--- config.mk ---
export PLATFORM = sky130hd
export DESIGN_NAME = pipelined_mult
export DESIGN_NICKNAME = d
export VERILOG_FILES = /design/src/design/mult_pkg.sv /design/src/design/mult_operand_prep.sv /design/src/design/mult_product_select.sv /design/src/design/mult_stage.sv /design/src/design/pipelined_mult.sv
export SDC_FILE = /design/constraint.sdc
export NUM_CORES = 2
export LEC_CHECK = 0
export ABC_CLOCK_PERIOD_IN_PS = 12800
export BUFFER_PORTS_ARGS = -buffer_cell sky130_fd_sc_hd__buf_2
export CORE_MARGIN = 2
export CORE_UTILIZATION = 55
export CTS_CLUSTER_DIAMETER = 200
export DETAILED_ROUTE_END_ITERATION = 8
export PLACE_DENSITY_LB_ADDON = 0.15
export REMOVE_ABC_BUFFERS = 1
export SYNTH_ARGS = -nofsm -noshare
export SYNTH_HDL_FRONTEND = slang
export SYNTH_HIERARCHICAL = 1
export SYNTH_SLANG_ARGS = --single-unit
--- constraint.sdc ---
create_clock -name clock -period 12.8 [get_ports clock]
set_input_delay 0 -clock clock [delete_from_list [all_inputs] [get_ports clock]]
set_output_delay 0 -clock clock [all_outputs]
set_load 0.02 [all_outputs]
--- src/design/mult_pkg.sv ---
// RV32 M multiplier
// shared widths and types

package mult_pkg;

	////////////////////
	// widths

	localparam int xlen = 32;         // operand and result width
	localparam int dword = 2 * xlen;  // full product width
	localparam int tag_bits = 6;      // physical register tag

	// pipeline depth when the top level is left alone
	localparam int default_num_stage = 4;

	// half positions inside a double word
	localparam int lo_half = 0;
	localparam int hi_half = 1;

	////////////////////
	// types

	// destination physical register
	typedef logic [tag_bits-1:0] tag_t;

	// funct3[1:0] of the M extension multiply group
	typedef enum logic [1:0] {
		mul    = 2'b00,  // low word, signed x signed
		mulh   = 2'b01,  // high word, signed x signed
		mulhsu = 2'b10,  // high word, signed x unsigned
		mulhu  = 2'b11   // high word, unsigned x unsigned
	} mult_func_t;

	// bit 0 set when the multiplicand is signed
	// bit 1 set when the multiplier is signed
	typedef enum logic [1:0] {
		sign_none  = 2'b00,
		sign_mcand = 2'b01,
		sign_both  = 2'b11
	} sign_mode_t;

	// double width word, read whole for the adder chain
	// or split into halves for extension and result select
	typedef union packed {
		logic [dword-1:0] whole;
		logic [1:0][xlen-1:0] halves;
	} dword_t;

endpackage

--- src/design/mult_operand_prep.sv ---
// multiplier operand preparation

`timescale 1ns/1ps

module mult_operand_prep #(
	parameter int num_stage = mult_pkg::default_num_stage
) (
	input  logic clock,
	input  logic reset,
	input  logic start,
	input  mult_pkg::mult_func_t func,
	input  logic [mult_pkg::xlen-1:0] mcand,
	input  logic [mult_pkg::xlen-1:0] mplier,
	input  mult_pkg::tag_t dest_tag_in,

	output mult_pkg::dword_t mcand_ext,
	output mult_pkg::dword_t mplier_ext,
	output logic valid,
	output mult_pkg::tag_t tag,
	output logic take_high
);

	mult_pkg::sign_mode_t sign_mode;
	mult_pkg::dword_t mcand_next;
	mult_pkg::dword_t mplier_next;
	logic mcand_signed;
	logic mplier_signed;
	logic take_high_next;

	// the stage slices have to tile the full 64-bit multiplier
	if ((num_stage != 2) && (num_stage != 4) && (num_stage != 8)) begin : g_bad_depth
		$error("mult_operand_prep: num_stage %0d must be 2, 4 or 8", num_stage);
	end

	////////////////////
	// function decode

	always_comb begin
		case (func)
			mult_pkg::mul:    sign_mode = mult_pkg::sign_both;
			mult_pkg::mulh:   sign_mode = mult_pkg::sign_both;
			mult_pkg::mulhsu: sign_mode = mult_pkg::sign_mcand;  // rs2 unsigned
			mult_pkg::mulhu:  sign_mode = mult_pkg::sign_none;
			default:          sign_mode = mult_pkg::sign_both;
		endcase
	end

	assign mcand_signed = sign_mode[0];
	assign mplier_signed = sign_mode[1];
	assign take_high_next = (func != mult_pkg::mul);  // every func but mul wants the top word

	////////////////////
	// extension to 64 bits

	// upper half is either copies of the sign bit or zero
	always_comb begin
		mcand_next.halves[mult_pkg::lo_half] = mcand;
		mcand_next.halves[mult_pkg::hi_half] =
			{mult_pkg::xlen{mcand_signed & mcand[mult_pkg::xlen-1]}};
		mplier_next.halves[mult_pkg::lo_half] = mplier;
		mplier_next.halves[mult_pkg::hi_half] =
			{mult_pkg::xlen{mplier_signed & mplier[mult_pkg::xlen-1]}};
	end

	////////////////////
	// launch register

	always_ff @(posedge clock) begin
		mcand_ext <= mcand_next;
		mplier_ext <= mplier_next;
	end

	always_ff @(posedge clock) begin
		if (reset) begin
			valid <= 1'b0;
			tag <= '0;
			take_high <= 1'b0;
		end else begin
			valid <= start;
			tag <= dest_tag_in;
			take_high <= take_high_next;
		end
	end

endmodule

--- src/design/mult_product_select.sv ---
// multiplier result select

`timescale 1ns/1ps

module mult_product_select (
	input  logic clock,
	input  logic reset,
	input  logic valid_in,
	input  mult_pkg::dword_t sum_in,
	input  mult_pkg::tag_t tag_in,
	input  logic take_high_in,

	output logic done,
	output logic [mult_pkg::xlen-1:0] product,
	output mult_pkg::tag_t dest_tag_out
);

	logic [mult_pkg::xlen-1:0] product_next;

	// mulh, mulhsu, mulhu read the top word, mul the bottom one
	assign product_next = take_high_in ? sum_in.halves[mult_pkg::hi_half]
	                                   : sum_in.halves[mult_pkg::lo_half];

	////////////////////
	// result register

	always_ff @(posedge clock) begin
		product <= product_next;  // qualified by done
	end

	always_ff @(posedge clock) begin
		if (reset) begin
			done <= 1'b0;
			dest_tag_out <= '0;
		end else begin
			done <= valid_in;
			dest_tag_out <= tag_in;
		end
	end

endmodule

--- src/design/mult_stage.sv ---
// multiplier partial product stage

`timescale 1ns/1ps

module mult_stage #(
	parameter int num_stage = mult_pkg::default_num_stage
) (
	input  logic clock,
	input  logic reset,
	input  logic valid_in,
	input  mult_pkg::dword_t mcand_in,
	input  mult_pkg::dword_t mplier_in,
	input  mult_pkg::dword_t sum_in,
	input  mult_pkg::tag_t tag_in,
	input  logic take_high_in,

	output logic valid_out,
	output mult_pkg::dword_t mcand_out,
	output mult_pkg::dword_t mplier_out,
	output mult_pkg::dword_t sum_out,
	output mult_pkg::tag_t tag_out,
	output logic take_high_out
);

	// multiplier bits consumed per stage
	localparam int slice_bits = mult_pkg::dword / num_stage;

	logic [slice_bits-1:0] mplier_slice;
	logic [mult_pkg::dword-1:0] partial_prod;
	logic [mult_pkg::dword-1:0] sum_next;
	logic [mult_pkg::dword-1:0] mplier_next;
	logic [mult_pkg::dword-1:0] mcand_next;

	assign mplier_slice = mplier_in.whole[slice_bits-1:0];

	// slice times the shifted multiplicand, truncated to 64 bits
	// sign extension already done, so mod 2^64 arithmetic is exact
	assign partial_prod =
		{{(mult_pkg::dword-slice_bits){1'b0}}, mplier_slice} * mcand_in.whole;

	assign sum_next = sum_in.whole + partial_prod;

	// move the next slice down and line the multiplicand up with it
	assign mplier_next = mplier_in.whole >> slice_bits;
	assign mcand_next = mcand_in.whole << slice_bits;

	////////////////////
	// stage registers

	always_ff @(posedge clock) begin
		sum_out.whole <= sum_next;
		mplier_out.whole <= mplier_next;
		mcand_out.whole <= mcand_next;
	end

	// control travels alongside the data
	always_ff @(posedge clock) begin
		if (reset) begin
			valid_out <= 1'b0;
			tag_out <= '0;
			take_high_out <= 1'b0;
		end else begin
			valid_out <= valid_in;
			tag_out <= tag_in;
			take_high_out <= take_high_in;
		end
	end

endmodule

--- src/design/pipelined_mult.sv ---
// pipelined RV32 M multiplier
// prep, num_stage partial product stages, result select

`timescale 1ns/1ps

module pipelined_mult #(
	parameter int num_stage = mult_pkg::default_num_stage
) (
	input  logic clock,
	input  logic reset,
	input  logic start,
	input  mult_pkg::mult_func_t func,
	input  logic [mult_pkg::xlen-1:0] mcand,
	input  logic [mult_pkg::xlen-1:0] mplier,
	input  mult_pkg::tag_t dest_tag_in,

	output logic done,
	output logic [mult_pkg::xlen-1:0] product,
	output mult_pkg::tag_t dest_tag_out
);

	// index i feeds stage i, index num_stage feeds the select
	mult_pkg::dword_t mcand_chain [num_stage+1];
	mult_pkg::dword_t mplier_chain [num_stage+1];
	mult_pkg::dword_t sum_chain [num_stage+1];
	mult_pkg::tag_t tag_chain [num_stage+1];
	logic valid_chain [num_stage+1];
	logic take_high_chain [num_stage+1];

	assign sum_chain[0] = '0;  // accumulation starts empty

	////////////////////
	// operand prep

	mult_operand_prep #(
		.num_stage(num_stage)
	) prep0 (
		.clock(clock),
		.reset(reset),
		.start(start),
		.func(func),
		.mcand(mcand),
		.mplier(mplier),
		.dest_tag_in(dest_tag_in),
		.mcand_ext(mcand_chain[0]),
		.mplier_ext(mplier_chain[0]),
		.valid(valid_chain[0]),
		.tag(tag_chain[0]),
		.take_high(take_high_chain[0])
	);

	////////////////////
	// stage chain

	for (genvar i = 0; i < num_stage; i++) begin : g_stage
		mult_stage #(
			.num_stage(num_stage)
		) stage (
			.clock(clock),
			.reset(reset),
			.valid_in(valid_chain[i]),
			.mcand_in(mcand_chain[i]),
			.mplier_in(mplier_chain[i]),
			.sum_in(sum_chain[i]),
			.tag_in(tag_chain[i]),
			.take_high_in(take_high_chain[i]),
			.valid_out(valid_chain[i+1]),
			.mcand_out(mcand_chain[i+1]),
			.mplier_out(mplier_chain[i+1]),
			.sum_out(sum_chain[i+1]),
			.tag_out(tag_chain[i+1]),
			.take_high_out(take_high_chain[i+1])
		);
	end

	////////////////////
	// result select

	mult_product_select select0 (
		.clock(clock),
		.reset(reset),
		.valid_in(valid_chain[num_stage]),
		.sum_in(sum_chain[num_stage]),
		.tag_in(tag_chain[num_stage]),
		.take_high_in(take_high_chain[num_stage]),
		.done(done),
		.product(product),
		.dest_tag_out(dest_tag_out)
	);

endmodule

==> flow_summary.toml <==
[sta]
rsz0062_at_grt = "no"
slew_viol_final = 0
clock_skew_ns = 0.0623
tns_ns = 0
tightest_slew_ns = 1.15
setup_viol = 0
fin_crit_ns = 8.08
hold_violations = 0
period_share_pct = 63.2
fmax_ghz = 0.124
relSlewSlack_pct = 22.6
hold_ws_ns = 0.185

[cts]
cts-root-buf = "clkbuf_16"
htreeDepth = 3
clk_latency_ns = 0.76
clock_path_buffers = 3
cts_sinks = 641
numCtsBuffers = 79
ctsResizeCount = 0
tritoncts = "built"
cts.clk_slew.worst_paths_ns = 0.06

[finish]
finalInstanceArea_um2 = 137000
fillers = 21300
multi_input_area_um2 = 98800
final_nets = 18200
drive_above_1_share_pct = 3.60
regArea_um2 = 12900
syn_to_final_growth_pct = 4.93

[critical_path]
rr_startpoint = "prep0/mcand_ext[32]"
cp-end-kind = "register"
critical_path_buf_inv_count = 7
cp_slowest_cell = "nor4b_2"
start_kind = "register"
crit_chain = "buf_12, nand2_1, fa_1, inv_1, fa_1, inv_1, fa_1, inv_1, fa_1, fa_1, inv_1, fa_1, inv_1, ha_1, inv_1, nor2_1, nand4_1, nor4b_2, a2111oi_2, nor2_1, a21oi_2, o21bai_1, a21oi_1, xnor2_1"
reg2reg_depth = 24
cp_top_family = "adder cells"
cp_slowest_stage_delay_ns = 0.75
rrSetupSlack_ns = 4.72
crit_type = "reg2reg"
r2r-end = "g_stage[0].stage/sum_out[58]"
critPathMaxFanout = 233
crit_required_ns = 13.41
crit_arrival_ns = 8.70

[routing]
drc = 0
wl_um = 322000
ant_nets = 0
initialDrtViolationCount = 4753
wl_per_cell_um = 18.2
drt_pass1_iterations = 7
viasPerCell = 5.10
num_vias = 90300

[die]
rows = 178
dieArea_um2 = 241000
initial_core_util_pct = 55.4
core_region_area_um2 = 236000
die-width_um = 491
die-height_um = 491
num_io_pins = 114

[run_status]
outcome = "finished, final reports clean"

[hold_path]
hold_depth = 3
min_from = "func[0]"
worstHoldEndpoint = "prep0/take_high"
hp-class = "in2reg"

[synth]
syn_area_um2 = 131000
avgSynthCellArea_um2 = 8.86
yosysWarnings = 6
syn_inst = 14700

[placed_design]
placedInstanceArea_um2 = 133000
hpwl_um = 254000
place_congestion = 0.891
portBuffers = 113

[global_routing]
antenna_found_initial = 4
grt_pass1_wl_um = 533000
gr-total-overflow = 0
grt_usage_pct = 27.8
grt_pass1_vias = 98700
grt_start_max_net_pins = 234

[flow_run]
maxCapViolations = 0
==> flip-flops by register name, indices dropped and copies added (netlist names) <==
name	count
g_stage.stage/mplier_out	96
g_stage.stage/valid_out	4
g_stage.stage/take_high_out	4
prep0/valid	1
select0/product	32
select0/dest_tag_out	6
g_stage.stage/tag_out	24
prep0/mplier_ext	33
g_stage.stage/mcand_out	144
prep0/mcand_ext	33
select0/done	1
prep0/tag	6
g_stage.stage/sum_out	256
prep0/take_high	1
==> final cells by class <==
type	instances	area share [%]
Sequential cell	641	9.43
Antenna cell	2	0.00365
Inverter	4195	11.5
Clock buffer	103	1.59
Multi-Input combinational cell	9203	72.1
Tap cell	3150	2.88
Timing Repair Buffer	358	2.05
Clock inverter	43	0.430
==> layer usage <==
metal,vias up,track usage [%],part of all wire [%],wire length (µm)
met2,2736,47.6,49,157000
met3,577,3.90,6.0,19400
li1,40500,-,-,-
met5,-,0,0,0
met1,46500,36.7,42,135000
met4,0,8.67,3.4,10900
==> repair_timing <==
item | 4_1_cts | 5_1_grt
endpoints found under the setup margin | 0 | 0
hold buffers | 154 | 0
hold endpoints to repair | 113 | 0
setup buffers | 0 | 0
==> worst register-to-register path, stage by stage (launching register included) <==
cell and delay, ns:
dfxtp_4 0.68, buf_12 0.59, nand2_1 0.37, fa_1 0.57
inv_1 0.05, fa_1 0.52, inv_1 0.05, fa_1 0.50
inv_1 0.06, fa_1 0.55, fa_1 0.51, inv_1 0.05
fa_1 0.47, inv_1 0.04, ha_1 0.38, inv_1 0.08
nor2_1 0.33, nand4_1 0.33, nor4b_2 0.75, a2111oi_2 0.15
nor2_1 0.35, a21oi_2 0.12, o21bai_1 0.18, a21oi_1 0.10
xnor2_1 0.16
==> per-stage QoR <==
stage / setup WS (ns) / instances / util, %
after floorplan: 0.626 / 14000 / -
after global routing: 4.28 / 17700 / 58.1
after CTS: 4.81 / 17700 / 58.1
after detailed placement: 4.86 / 17400 / 56.3
final: 4.72 / 17700 / 58.1
after global placement: 4.88 / 17400 / 56.3
==> worst max path at each step <==
stage / slack, ns / from / depth (start not counted) / end
final: 4.72 / prep0/mcand_ext[32] / 24 / g_stage[0].stage/sum_out[58]
after global routing: 4.28 / prep0/mcand_ext[32] / 22 / g_stage[0].stage/sum_out[58]
after CTS: 4.81 / prep0/mcand_ext[32] / 24 / g_stage[0].stage/sum_out[58]
after detailed placement: 4.86 / prep0/mcand_ext[32] / 24 / g_stage[0].stage/sum_out[58]
after global placement: 4.88 / prep0/mcand_ext[32] / 24 / g_stage[0].stage/sum_out[58]
after floorplan: 0.63 / prep0/mcand_ext[32] / 23 / g_stage[0].stage/sum_out[58]
==> layout by cell type (no fill, tap or decap), types with 30 or more instances in the layout <==
master,count
a21o_1,88
a21oi_1,257
and2_1,1033
buf_2,113
buf_4,90
clkbuf_16,79
conb_1,112
dfxtp_1,587
dfxtp_2,50
dlygate4sd3_1,154
fa_1,3256
ha_1,400
inv_1,4195
mux2_4,30
nand2_1,2786
nand3_1,57
nand4_1,46
nor2_1,152
nor2b_1,65
nor3_1,36
o21ai_0,136
o21bai_1,43
xnor2_1,241
xor2_1,110
Power is not shown: default switching activity piles up to over one toggle a cycle in this logic, so the estimate is an artifact.
